File: src/hdl/fetch_pkg.sv
`default_nettype none

package fetch_pkg;

  localparam logic [31:0] reset_vector = 32'h8000_0000;
  localparam int          mem_words    = 512;
  localparam int          mem_idx_w    = $clog2(mem_words);
  localparam logic [31:0] ebreak_inst  = 32'h0010_0073;

  // rv32 base opcodes in bits 6:0
  localparam logic [6:0] opc_lui     = 7'b0110111;
  localparam logic [6:0] opc_auipc   = 7'b0010111;
  localparam logic [6:0] opc_jal     = 7'b1101111;
  localparam logic [6:0] opc_jalr    = 7'b1100111;
  localparam logic [6:0] opc_branch  = 7'b1100011;
  localparam logic [6:0] opc_load    = 7'b0000011;
  localparam logic [6:0] opc_store   = 7'b0100011;
  localparam logic [6:0] opc_alu_imm = 7'b0010011;
  localparam logic [6:0] opc_alu     = 7'b0110011;
  localparam logic [6:0] opc_system  = 7'b1110011;

  typedef enum logic [3:0] {
    op_lui, op_auipc, op_jal, op_jalr, op_branch, op_load,
    op_store, op_alu_imm, op_alu, op_system, op_ebreak, op_illegal
  } inst_op_e;

  typedef enum logic [1:0] {
    perf_none, perf_wait_mem, perf_wait_down
  } perf_state_e;

  // axi-style read address with the size fixed at 4 bytes
  typedef struct packed {
    logic        valid;
    logic [31:0] addr;
  } ar_chan_t;

  typedef struct packed {
    logic        valid;
    logic [63:0] data;
  } r_chan_t;

  typedef struct packed {
    logic [31:0] pc;
    logic [31:0] inst;
  } fetch_pkt_t;

  typedef struct packed {
    logic [31:0] pc;
    logic [31:0] inst;
    inst_op_e    op;
    logic [31:0] imm;
  } dec_pkt_t;

  typedef struct packed {
    logic [31:0] fetches;
    logic [31:0] wait_mem;
    logic [31:0] wait_down;
  } perf_cnt_t;

  typedef struct packed {
    logic                 we;
    logic [mem_idx_w-1:0] idx;
    logic [63:0]          data;
  } prog_wr_t;

endpackage

`default_nettype wire

File: src/hdl/inst_decoder.sv
`timescale 1ns/1ns
`default_nettype none

module inst_decoder
  import fetch_pkg::*;
(
  input  wire logic       clk,
  input  wire logic       rstn,
  input  wire logic       fetch_valid,
  input  wire fetch_pkt_t fetch,
  input  wire logic       dec_ready,
  output logic            fetch_ready,
  output logic [31:0]     npc,
  output logic            dec_valid,
  output dec_pkt_t        dec,
  output logic            halt
);

  logic        in_hs;
  inst_op_e    op;
  logic [31:0] imm;
  logic [31:0] inst;
  logic [31:0] imm_i;
  logic [31:0] imm_s;
  logic [31:0] imm_b;
  logic [31:0] imm_u;
  logic [31:0] imm_j;

  assign inst  = fetch.inst;
  assign imm_i = {{20{inst[31]}}, inst[31:20]};
  assign imm_s = {{20{inst[31]}}, inst[31:25], inst[11:7]};
  assign imm_b = {{19{inst[31]}}, inst[31], inst[7], inst[30:25], inst[11:8], 1'b0};
  assign imm_u = {inst[31:12], 12'b0};
  assign imm_j = {{11{inst[31]}}, inst[31], inst[19:12], inst[20], inst[30:21], 1'b0};

  // class from the opcode
  always_comb begin
    case (inst[6:0])
      opc_lui:     op = op_lui;
      opc_auipc:   op = op_auipc;
      opc_jal:     op = op_jal;
      opc_jalr:    op = op_jalr;
      opc_branch:  op = op_branch;
      opc_load:    op = op_load;
      opc_store:   op = op_store;
      opc_alu_imm: op = op_alu_imm;
      opc_alu:     op = op_alu;
      opc_system:  op = (inst == ebreak_inst) ? op_ebreak : op_system;
      default:     op = op_illegal;
    endcase
  end

  // immediate format by class
  always_comb begin
    case (op)
      op_lui, op_auipc:             imm = imm_u;
      op_jal:                       imm = imm_j;
      op_jalr, op_load, op_alu_imm: imm = imm_i;
      op_branch:                    imm = imm_b;
      op_store:                     imm = imm_s;
      default:                      imm = '0;
    endcase
  end

  // static next pc where only jal redirects
  assign npc = (op == op_jal) ? fetch.pc + imm : fetch.pc + 32'd4;

  assign fetch_ready = (~dec_valid | dec_ready) & ~halt;
  assign in_hs       = fetch_valid & fetch_ready;

  always_ff @(posedge clk) begin
    if (!rstn) begin
      dec_valid <= 1'b0;
      halt      <= 1'b0;
    end else begin
      if (in_hs) begin
        dec_valid <= 1'b1;
        if (op == op_ebreak) begin
          halt <= 1'b1;
        end
      end else if (dec_ready) begin
        dec_valid <= 1'b0;
      end
    end
  end

  always_ff @(posedge clk) begin
    if (in_hs) begin
      dec <= '{pc: fetch.pc, inst: inst, op: op, imm: imm};
    end
  end

endmodule

`default_nettype wire

File: config.mk
export PLATFORM = sky130hd
export DESIGN_NAME = inst_decoder
export DESIGN_NICKNAME = d
export VERILOG_FILES = /design/src/hdl/fetch_pkg.sv /design/src/hdl/inst_decoder.sv
export SDC_FILE = /design/constraint.sdc
export NUM_CORES = 1
export LEC_CHECK = 0
export ABC_AREA = 0
export BUFFER_PORTS_ARGS = -buffer_cell sky130_fd_sc_hd__clkbuf_2
export CAP_MARGIN = 20
export CORE_UTILIZATION = 44
export CTS_BUF_LIST = sky130_fd_sc_hd__clkbuf_8
export DETAILED_ROUTE_END_ITERATION = 16
export GPL_TIMING_DRIVEN = 0
export PLACE_DENSITY = 0.74
export SLEW_MARGIN = 20
export SYNTH_ARGS = -nofsm -noshare
export SYNTH_HDL_FRONTEND = slang
export SYNTH_SLANG_ARGS = --single-unit
File: constraint.sdc
create_clock -name clk -period 3.78 [get_ports clk]
set_input_delay 0 -clock clk [delete_from_list [all_inputs] [get_ports clk]]
set_output_delay 0 -clock clk [all_outputs]
set_load 0.02 [all_outputs]
==> metrics.txt <==
status complete, but fails checks; failing checks setup timing; CP Launch Type input pin; Cell Rows 42; Synth top area share 49.7%; Core ar. 0.0133 mm^2; Detailed Place HPWL 13500 um; layout cells sized above 1 41.8%; top cells by area, synth edfxtp_1 (50%), ha_1 (6.6%), a21o_1 (4.8%), xnor2_1 (4.6%), nand2_1 (3.9%); share of total power in sequential cells 49.3%; synthesized area 0.00604 mm^2; Final Setup Violations 23; routed vias/inst 5.66; Layout Utilization 71.5%; CP Data Arrival Time 4340 ps; Antenna Cells 0; PD cells 284 mW/mm^2; share of async-settable or async-resettable flops after synthesis 0%; grt ovf 0; Slew @ Worst Pin 716 ps; min-delay worst type input pin to flip-flop; DR vias 6129; DRC viols 0; crit-path max FO 8; final cycle utilization of the critical path 115%; Clk Latency, worst-skew pair 400 ps; drt first-iter violations 485; Placed Cells 940; Yosys warning count 0; TritonCTS Buffers 9; leakage dissipation 4.28 nW; Reg clk slew, reported paths 90 ps; die span in x 119 um; Routed WL 21300 um; vias in the first global route 5944; sequential cell area fraction in the yosys report 50.4%; pre-CTS WS -1280 ps; Worst Setup SP fetch[5]; post-synthesis register bit count 102; post-route setup slack -561 ps; Initial Utilization 45.4%; drt pass-1 iters 5; max-cap violations 0; Gate power share 23.7%; Layout Nets 1003; VDD IR max 162 uV; CTS tree built; Synth area leader edfxtp_1; largest net degree at the start of global routing 63; GRT Util Overall 28.3%; antenna viol nets, final 0; RSZ-0062 raised after global routing yes; Fin Setup TNS -7140 ps; crit path kind input pin to primary output; clk sinks 102; top-level I/O count 203; Die Footprint 0.0142 mm^2; Final min period 4340 ps; Pint 1.89 mW; initial antenna violation count 0; CTS Buffer Depth 2; Die H 119 um; Synth Net Count 662; Slew HR 52.3%; worst path required time 3780 ps; Max Fclk 0.230 GHz; most common cell in the netlist edfxtp_1; detailed-route wire length per cell 19.6 um; Clock Power Share 26.9%; Synth cell types 56; Fin Clk Skew 15.1 ps; final hold violations 0; H-Tree Level Count 3; P&R area growth vs syn 57.3%; worst reg2reg path startpoint dec_valid; cells after synthesis 561; gpl congestion 0.906; syn_area_per_cell 10.8 um^2; hold_sp fetch[27]; Psw 0.807 mW; global-route wire length before repair 30800 um; final max-slew violation count 0; Finished Layout Cells 1083; I/O Buffers 202; Sw Ratio 29.9%; CTS root buffer clkbuf_8; Crit. End Element primary output; Post-synth EDFFs 100; Primary FF master, synth edfxtp_1; Synth top cells by count edfxtp_1 (100), nand2_1 (62), a21o_1 (39)
==> power by group through the flow <==
stage          clock network (mW)  logic [mW]  registers, mW
6_report                    0.726       0.640           1.33
5_1_grt                     0.769       0.677           1.34
4_1_cts                     0.733       0.581           1.33
3_5_place_dp                    0       0.473           1.36
3_3_place_gp                    0       0.457           1.36
2_1_floorplan                   0       0.197           1.44
==> kinds of logic after synthesis <==
group	Yosys count	synth area share, %
AOI/OAI and AO/OA	157	17.9
xor gates and xnor gates	50	7.25
adders and majority gates	33	6.96
buffers and inverters	28	1.84
DFF	102	50.4
muxes	1	0.166
and+or+nand+nor	190	15.5
==> per-stage QoR <==
stage          hold slack (ps)  instance area [um^2]  power [mW]
6_report                  16.9                  9500        2.70
5_1_grt                   2.60                  9500        2.78
4_1_cts                  0.759                  9000        2.64
3_5_place_dp               196                  7400        1.83
3_3_place_gp               190                  7370        1.81
2_1_floorplan             98.9                  6140        1.63
==> cells in the final DEF, fill, tap and decap left out, types with 6 or more instances in the layout <==
cell	count
nand2b_1	6
o21ai_0	14
nor3_1	11
a21oi_1	16
clkbuf_2	172
inv_1	9
a21oi_2	6
and2_1	8
clkbuf_1	7
nand3_1	17
o21a_1	8
a21o_1	39
and3_1	12
clkbuf_8	12
o21ai_1	20
ha_4	10
nand2_1	57
edfxtp_1	100
ha_1	21
buf_4	67
dlygate4sd3_1	69
xnor2_1	27
o21ai_2	7
nor2_1	24
nand4_1	11
buf_6	17
xor2_1	17
==> final timing paths <==
| check | to | slack [ps] | cells past startpoint |
|---|---|---|---|
| setup / recovery | npc[31] | -560 | 19 |
| hold / removal | dec[27] | 20 | 2 |
| setup reg to reg | halt | 1820 | 6 |
| hold reg to reg | halt | 520 | 1 |
==> area by class of cell <==
type	count	area [um^2]
well taps	176	220
flip-flops and latches	102	3040
fillers	914	3790
clock inverters	7	80.1
plain buffers	16	85.1
inverters	10	37.5
repair buffers	332	2370
clock buffers	9	124
multi-input cells	431	3540
==> repair_timing <==
item                                    in CTS  in global routing
pin swaps                                   48                 60
hold buffers                                68                  1
endpoints found under the setup margin      25                 25
setup buffers                               35                 26
endpoints found under the hold margin       71                  1
resized for setup                           94                109
==> worst max-delay path, cell delays in order <==
cell      delay [ps]
clkbuf_2         180
nor2b_1          340
nand2_1          150
nor4_4           300
o21ai_2          160
a41oi_2          270
nor2b_4          240
o21a_4           210
a21o_1           160
ha_4             220
a21o_1           150
a21o_1           170
a21o_1           200
a311oi_4         360
a2111o_1         250
a21o_1           170
a22oi_1          100
or4_4            560
buf_8            150
==> sequential cells by signal, summed over array words and instances (netlist names) <==
register / cells
dec_valid: 1
halt: 1
dec: 100
==> per-layer routing <==
layer / global-route usage, % / vias to the layer above / part of all wire (%)
met2: 48.0 / 343 / 49
li1: - / 2811 / -
met5: 0 / - / 0
met1: 34.1 / 2895 / 38
met3: 5.56 / 80 / 8.3
met4: 14.3 / 0 / 4.4
Power figures use the tool's default switching activity.
