==> config.mk <==
export PLATFORM = sky130hd
export DESIGN_NAME = ifu
export DESIGN_NICKNAME = d
export VERILOG_FILES = /design/src/hdl/fetch_pkg.sv /design/src/hdl/ifu.sv
export SDC_FILE = /design/constraint.sdc
export NUM_CORES = 1
export LEC_CHECK = 0
export BUFFER_PORTS_ARGS = -buffer_cell sky130_fd_sc_hd__buf_2
export CAP_MARGIN = 10
export CORE_ASPECT_RATIO = 1.4
export CORE_MARGIN = 4
export CORE_UTILIZATION = 52
export DETAILED_ROUTE_END_ITERATION = 7
export PLACE_DENSITY = 0.86
export SLEW_MARGIN = 15
export SYNTH_ARGS = -nofsm -noshare
export SYNTH_HDL_FRONTEND = slang
export SYNTH_SLANG_ARGS = --single-unit
export TNS_END_PERCENT = 30
==> constraint.sdc <==
create_clock -name clk -period 6.07 [get_ports clk]
set_input_delay 0.607 -clock clk [delete_from_list [all_inputs] [get_ports clk]]
set_output_delay 0.607 -clock clk [all_outputs]
set_load 0.05 [all_outputs]
==> src/hdl/fetch_pkg.sv <==
`default_nettype none

package fetch_pkg;

  localparam logic [31:0] reset_vector = 32'h8000_0000;
  localparam int          mem_words    = 512;
  localparam int          mem_idx_w    = $clog2(mem_words);
  localparam logic [31:0] ebreak_inst  = 32'h0010_0073;

  // rv32 base opcodes in bits 6:0
  localparam logic [6:0] opc_lui     = 7'b0110111;
  localparam logic [6:0] opc_auipc   = 7'b0010111;
  localparam logic [6:0] opc_jal     = 7'b1101111;
  localparam logic [6:0] opc_jalr    = 7'b1100111;
  localparam logic [6:0] opc_branch  = 7'b1100011;
  localparam logic [6:0] opc_load    = 7'b0000011;
  localparam logic [6:0] opc_store   = 7'b0100011;
  localparam logic [6:0] opc_alu_imm = 7'b0010011;
  localparam logic [6:0] opc_alu     = 7'b0110011;
  localparam logic [6:0] opc_system  = 7'b1110011;

  typedef enum logic [3:0] {
    op_lui, op_auipc, op_jal, op_jalr, op_branch, op_load,
    op_store, op_alu_imm, op_alu, op_system, op_ebreak, op_illegal
  } inst_op_e;

  typedef enum logic [1:0] {
    perf_none, perf_wait_mem, perf_wait_down
  } perf_state_e;

  // axi-style read address with the size fixed at 4 bytes
  typedef struct packed {
    logic        valid;
    logic [31:0] addr;
  } ar_chan_t;

  typedef struct packed {
    logic        valid;
    logic [63:0] data;
  } r_chan_t;

  typedef struct packed {
    logic [31:0] pc;
    logic [31:0] inst;
  } fetch_pkt_t;

  typedef struct packed {
    logic [31:0] pc;
    logic [31:0] inst;
    inst_op_e    op;
    logic [31:0] imm;
  } dec_pkt_t;

  typedef struct packed {
    logic [31:0] fetches;
    logic [31:0] wait_mem;
    logic [31:0] wait_down;
  } perf_cnt_t;

  typedef struct packed {
    logic                 we;
    logic [mem_idx_w-1:0] idx;
    logic [63:0]          data;
  } prog_wr_t;

endpackage

`default_nettype wire

==> src/hdl/ifu.sv <==
`timescale 1ns/1ns
`default_nettype none

module ifu
  import fetch_pkg::*;
(
  input  wire logic        clk,
  input  wire logic        rstn,
  input  wire logic [31:0] npc,
  input  wire logic        fetch_ready,
  input  wire r_chan_t     r,
  input  wire logic        ar_ready,
  input  wire logic        halt,
  output ar_chan_t         ar,
  output logic             r_ready,
  output logic             fetch_valid,
  output fetch_pkt_t       fetch,
  output perf_cnt_t        perf
);

  logic        req_q;
  logic [31:0] addr_q;
  logic [31:0] pc_q;
  logic        ar_hs;
  logic        r_hs;
  perf_state_e perf_st;

  // no new request once the decoder has seen ebreak
  assign ar = '{valid: req_q & ~halt, addr: addr_q};

  assign ar_hs = ar.valid & ar_ready;
  assign r_hs  = r.valid & r_ready;

  // memory beat goes straight to decode
  assign fetch_valid = r.valid;
  assign r_ready     = fetch_ready;

  assign fetch.pc   = pc_q;
  assign fetch.inst = addr_q[2] ? r.data[63:32] : r.data[31:0];

  always_ff @(posedge clk) begin
    if (!rstn) begin
      req_q  <= 1'b1;
      addr_q <= reset_vector;
      pc_q   <= reset_vector;
    end else begin
      if (ar_hs) begin
        req_q <= 1'b0;
        pc_q  <= addr_q;
      end
      if (r_hs) begin
        req_q  <= 1'b1;
        addr_q <= npc;
      end
    end
  end

  // perf state and counters
  always_ff @(posedge clk) begin
    if (!rstn) begin
      perf_st <= perf_none;
      perf    <= '0;
    end else begin
      if (ar_hs) begin
        perf.fetches <= perf.fetches + 32'd1;
      end
      case (perf_st)
        perf_wait_mem: begin
          perf.wait_mem <= perf.wait_mem + 32'd1;
          if (r_hs) begin
            perf_st <= perf_wait_down;
          end
        end
        perf_wait_down: begin
          perf.wait_down <= perf.wait_down + 32'd1;
          if (ar_hs) begin
            perf_st <= perf_wait_mem;
          end
        end
        default: begin
          if (ar_hs) begin
            perf_st <= perf_wait_mem;
          end
        end
      endcase
    end
  end

endmodule

`default_nettype wire

==> results by group, run 1 <==
Global routing
  – Number of global-route vias before repair: around 6800
  – GRT Overall Usage: between 20% and 30%
  – First-pass GRT wire length: 34800 um
  – Largest net degree at the start of global routing: 87
  – GRT Residual Overflow: 0
  – Initial antenna violation count: 1

CTS
  – TritonCTS Sinks: 163
  – Clk buf depth: 2
  – CTS buffer count: 17
  – Setup Fix Bufs, Post-CTS: 0
  – Clock Pin Slew Worst Setup and Hold Paths: around 0.07 ns
  – CTS resizes: 0
  – CTS Root Cell: clkbuf_16
  – CTS tree: built
  – Hold-fix buffers, CTS: 0
  – H-tree Lvls: 4
  – Clk Latency, worst-skew pair: 0.42 ns

STA
  – Slew @ Worst Pin: around 0.85 ns
  – TNS Setup: 0 ns
  – Crit share post-route: roughly two fifths
  – Hold Vio Cnt, Final: 0
  – Worst hold slack: between 0.4 and 0.5 ns
  – Relative slew slack: between 40% and 50%
  – Fin worst setup slack: between 3 and 4 ns
  – Final worst path period need: 2.45 ns
  – Fin. max-slew vios: 0
  – Setup Skew: 0.0105 ns
  – RSZ-0062 raised after global routing: no
  – Final Setup Violations: 0
  – Fmax: around 410 MHz

Setup path
  – Crit path arrival time: 1.84 ns
  – Cell at the slowest stage of the critical path: mux2_2
  – CP peak stage delay: roughly 0.45 ns
  – R2r endpoint: perf[24]
  – Cell family with most CP delay: buffers and inverters
  – Reg-to-reg slack, setup: between 3 and 4 ns
  – CP Class: flip-flop to output pin
  – CP bufs+invs: 2
  – Worst reg2reg path depth: 5
  – Cells along the critical path: buf_4 > mux2_2 > buf_2
  – R2r startpoint: perf[0]
  – Worst EP required: approximately 5.5 ns
  – Worst-path fanout max: 33
  – Worst setup EP type: output pin
  – Worst Setup Start Kind: flip-flop

Logic synthesis
  – Mux cell area share after synthesis: about 6%
  – Synth cell types: 42
  – Net Count, Synth: roughly 970
  – Mapped Avg Cell Area: ~8.4 um^2
  – Synth Area in Simple Gates: 27.0%
  – Top FF cell, synth: dfxtp_1
  – Top-count cell post-synth: nand2_1
  – Synth Area in XOR/XNOR: around 3.5%
  – Synth area leaders: dfxtp_1 45%, nand2_1 9.1%, a21oi_1 8.3%
  – Yosys top cell by area: dfxtp_1
  – Post-Synth Adder-Cell Area: less than 1%
  – Mapped cell area: between 7000 and 8000 um^2
  – Register bit total from synthesis: 163
  – Post-synthesis compound-gate area fraction: 14.1%
  – Number of synthesized flops with an enable pin: 0
  – Main combinational cell family by area after synthesis: simple AND/OR/NAND/NOR gates
  – Share of async-settable or async-resettable flops after synthesis: 0%
  – Register area share after synthesis: ~45%
  – Yosys warnings: 0
  – Post-synth top cells: 175 x nand2_1, 163 x dfxtp_1, 120 x a21oi_1
  – Post-synth top area share: a little under half
  – Mapped Cells: about 860

Pwr
  – Maximum vdd drop: about 0.00026 V
  – LEAKAGE: 3.89 nW
  – Total power draw: 2.47 mW
  – P per Cell Area: between 200 and 300 nW/um^2

Floorplan
  – Die height: ~150 um
  – Std-Cell Rows: 50
  – Die X-Extent: roughly 110 um
  – Die area: about 16000 um^2
  – Io pins: around 300
  – Core area: 13500 um^2
  – Starting Density: 53.5%

Routing
  – DR iter-0 viols: between 300 and 400
  – DRC violations left: 0
  – DR pass1 iterations: 5
  – DRT Wirelength: 22400 um
  – Wire per inst: approximately 17 um
  – DRT antenna net count: 0
  – Vias: approximately 7400
  – Vias per cell: between 5 and 6

Min path
  – Hold depth: 3
  – Hold Path Origin: npc[31]
  – Hold worst-path end: addr_q[31]
  – Hold Crit Class: input port to flip-flop

Place
  – Pre-CTS setup slack: between 3 and 4 ns
  – Post-placement cell count: approximately 1300
  – # port buffers: 296
  – DP HPWL: ~16000 um
  – Routability Congestion: between 0.8 and 0.9
  – Area after DPL: approximately 8700 um^2

Cells and area
  – Share of cells above drive strength 1: about a third
  – Final non-filler cell total: roughly 1300
  – Final net count: between 1000 and 1500
  – Post-Layout Inst Area: between 9000 and 10000 um^2
  – Fill count: 1104
  – Finished Core Util: 69.4%
  – Area growth syn-to-layout: 29.7%

Run
  – Maxcap violations: 0

Run status
  – Status: finished, final reports clean
## power by group
group,switching (mW),leakage (nW),internal [mW]
Clock,0.496,0.299,0.594
Sequential,0.0137,1.32,1.09
Combinational,0.202,2.27,0.0747
Total,0.712,3.89,1.75
## worst max-delay path by stage
stage | cells past startpoint | slack, ns | start | to
after floorplan | 3 | 3.71 | addr_q[2] | fetch[10]
after detailed placement | 4 | 3.56 | rstn | pc_q[13]
final | 3 | 3.62 | addr_q[2] | fetch[25]
after global routing | 5 | 3.54 | perf[0] | perf[24]
after CTS | 3 | 3.60 | addr_q[2] | fetch[23]
after global placement | 4 | 3.59 | rstn | perf_st[1]
## registers in the layout, summed over array words and instances (netlist names)
| signal | flops |
|---|---|
| addr_q | 32 |
| req_q | 1 |
| pc_q | 32 |
| perf | 96 |
| perf_st | 2 |
## tightest hold or removal path, stage by stage
cell and delay (ns):
buf_2 0.08, nand2_1 0.04, nand3_1 0.07
## logic make-up (layout without fill, tap and decap cells)
logic type / after synthesis / after routing
AND/OR/NAND/NOR: 382 / 382
adder cells (fa/ha/maj): 3 / 3
XOR/XNOR: 29 / 29
AO/OA/AOI/OAI: 183 / 183
buffers and inverters: 63 / 343
other: 0 / 1
flip-flops: 163 / 163
multiplexers: 39 / 39
## final cells by class
class | instances | area [um^2] | share of cell area [%]
antenna | 1 | 2.50 | 0.0268
clock buffer | 17 | 425 | 4.56
clock inverter | 15 | 180 | 1.93
inverter | 11 | 43.8 | 0.469
multi-input combinational | 636 | 3680 | 39.4
sequential | 163 | 3260 | 35.0
tap | 182 | 228 | 2.44
timing repair buffer | 300 | 1510 | 16.2
## cell usage in the layout, fill, tap and decap left out, types with 23 or more instances in the layout
cell type / Yosys / routed
dfxtp_1: 163 / 163
a21oi_1: 120 / 120
nand3_1: 23 / 23
o21ai_0: 26 / 26
o31ai_1: 30 / 30
nand4_1: 32 / 32
or4_1: 34 / 34
nor2_1: 33 / 33
buf_2: 1 / 296
nand2_1: 175 / 174
mux2_2: 32 / 32
or3_1: 27 / 27
## per-layer routing
metal | vias to the layer above | share of wire, % | track usage [%]
met1 | 3481 | 37 | 30.9
met3 | 45 | 7.8 | 7.25
li1 | 3629 | - | -
met2 | 291 | 51 | 47.1
met5 | - | 0 | 0
met4 | 0 | 4.1 | 12.3
(Power assumes the default switching activity.)
==> run 2: changes to the inputs <==
CORE_UTILIZATION = 44   (was 52)
PLACE_DENSITY = 0.77   (was 0.86)
clock period = 2.1 ns   (was 6.07 ns; I/O delays follow)
==> run 2 against run 1 <==
  * Clock power increased to 3.0 times the previous value
  * Total power increased to 3.0 times the previous value
  * Via count increased by 0.93%
  * Flip-flop and latch count unchanged
  * Setup slack got worse by 3.5 ns
  * Non-clock buffer count increased by 38
  * Critical endpoint is now perf[24]
  * Highest routed layer unchanged
==> results by group, run 2 (synthesis gave the netlist of run 1 again) <==
Run status
  – Status: finished, final reports clean

CTS
  – CTS buffer count: 17
  – CTS Root Cell: clkbuf_16
  – H-tree Lvls: 4
  – Clk Latency, worst-skew pair: around 0.42 ns
  – CTS tree: built
  – TritonCTS Sinks: between 150 and 200
  – Clock Pin Slew Worst Setup and Hold Paths: around 0.07 ns
  – Clk buf depth: 2

STA
  – Relative slew slack: between 60% and 70%
  – Fin. max-slew vios: 0
  – Hold Vio Cnt, Final: 0
  – Final Setup Violations: 0
  – Crit share post-route: between 90% and 100%
  – Setup Skew: about 0.0084 ns
  – Final worst path period need: slightly above 2 ns
  – Slew @ Worst Pin: approximately 0.6 ns
  – TNS Setup: 0 ns
  – Fmax: between 400 and 500 MHz
  – RSZ-0062 raised after global routing: yes

Pwr
  – Maximum vdd drop: about 0.0006 V
  – LEAKAGE: 4.11 nW
  – P per Cell Area: approximately 750 nW/um^2

Setup path
  – Crit path arrival time: 2.38 ns
  – CP Class: flip-flop to flip-flop
  – Worst EP required: 2.46 ns
  – Reg-to-reg slack, setup: 0.08 ns
  – Worst Setup Start Kind: flip-flop
  – Worst-path fanout max: 16
  – Worst setup EP type: flip-flop

Global routing
  – Initial antenna violation count: 0
  – GRT Overall Usage: 24.3%
  – First-pass GRT wire length: around 36000 um
  – Largest net degree at the start of global routing: 50
  – GRT Residual Overflow: 0
  – Number of global-route vias before repair: 6989

Cells and area
  – Final net count: around 1300
  – Reg with most FFs: perf
  – Max reg flops: 96
  – Commonest non-fill, non-tap cells in the layout: 296 x buf_2, 175 x nand2_1, 135 x dfxtp_1, 120 x a21oi_1, 33 x nor2_1
  – Final non-filler cell total: approximately 1400
  – Post-Layout Inst Area: slightly below 10000 um^2
  – Area growth syn-to-layout: 35.9%
  – Antenna diode instance count: 0
  – Share of cells above drive strength 1: a little over a third
  – Biggest regs: perf: 96 flops, addr_q: 32 flops, pc_q: 32 flops
  – Most common cell after layout, fill and taps aside: buf_2
  – Finished Core Util: 60.7%

Floorplan
  – Std-Cell Rows: between 50 and 60
  – Io pins: a little under 300
  – Core area: between 15000 and 20000 um^2
  – Die area: 18500 um^2
  – Starting Density: between 40 and 50%
  – Die height: 159 um
  – Die X-Extent: ~120 um

Routing
  – DR iter-0 viols: approximately 400
  – Vias: ~7500
  – DRT antenna net count: 0
  – DRC violations left: 0
  – Vias per cell: about 5.4
  – Wire per inst: approximately 17 um
  – DR pass1 iterations: 6
  – DRT Wirelength: 23100 um

Min path
  – Hold Crit Class: input port to flip-flop

Place
  – Area after DPL: approximately 9000 um^2
  – Post-placement cell count: roughly 1300
  – Routability Congestion: around 0.87
  – # port buffers: 296
  – DP HPWL: around 17000 um

Run
  – Maxcap violations: 0
==> run 2: cell count changes in the layout (fill, tap and decap cells not counted), moves of 2 or more <==
cell and change:
dfxtp_1 -28, dfxtp_2 +26, buf_4 +24, dlygate4sd3_1 +9, buf_12 +4, inv_8 -3
bufinv_16 +2, clkinv_8 -2, dfxtp_4 +2, or4_1 -2, or4_4 +2
==> run 2: final timing paths <==
path,startpoint,to,depth (start not counted)
hold / removal,npc[20],addr_q[20],3
setup reg to reg,perf[6],perf[24],5
hold reg to reg,pc_q[17],pc_q[17],2
setup / recovery,perf[6],perf[24],5
==> run 2: what timing repair did <==
action | 4_1_cts | 5_1_grt
setup buffers | 0 | 1
hold endpoints to repair | 9 | 0
hold buffers | 9 | 0
endpoints found under the setup margin | 0 | 6
gates resized for setup | 0 | 5
==> run 2: layout make-up <==
class | count | area (um^2)
Multi-Input combinational cell | 636 | 3690
Sequential cell | 163 | 3300
Inverter | 11 | 43.8
Tap cell | 199 | 249
Clock inverter | 14 | 186
Timing Repair Buffer | 338 | 1870
Clock buffer | 18 | 439
Fill cell | 1440 | 6320
==> run 2: where the power goes <==
group          internal [mW]  switching, mW
Sequential              3.14         0.0365
Clock                   1.94           1.36
Combinational          0.248          0.592
Total                   5.33           1.99
==> run 2: metrics by stage <==
step | total power [mW] | hold WS, ns | worst slack (ns)
after global routing | 7.56 | 0.00644 | -0.00939
final | 7.32 | 0.0218 | 0.0773
after global placement | 4.07 | 0.424 | 0.118
after floorplan | 3.79 | 0.334 | -0.0810
after detailed placement | 4.07 | 0.443 | 0.0891
after CTS | 7.38 | 0.000800 | 0.0680
==> run 2: worst max-delay path: stages (launching register included) <==
cell     delay [ns]
dfxtp_2        0.39
nand4_1        0.17
or4_1          0.57
buf_4          0.20
or4_1          0.48
a21oi_1        0.14
==> run 2: metal layers <==
layer  track usage [%]  share of wire, %  up-vias  routed length (um)
met1              27.8                39     3550                8910
li1                  -                 -     3695                   -
met4              8.28               2.4        0                 552
met2              42.7                52      228               11900
met5                 0                 0        -                   0
met3              6.77               7.3       42                1690
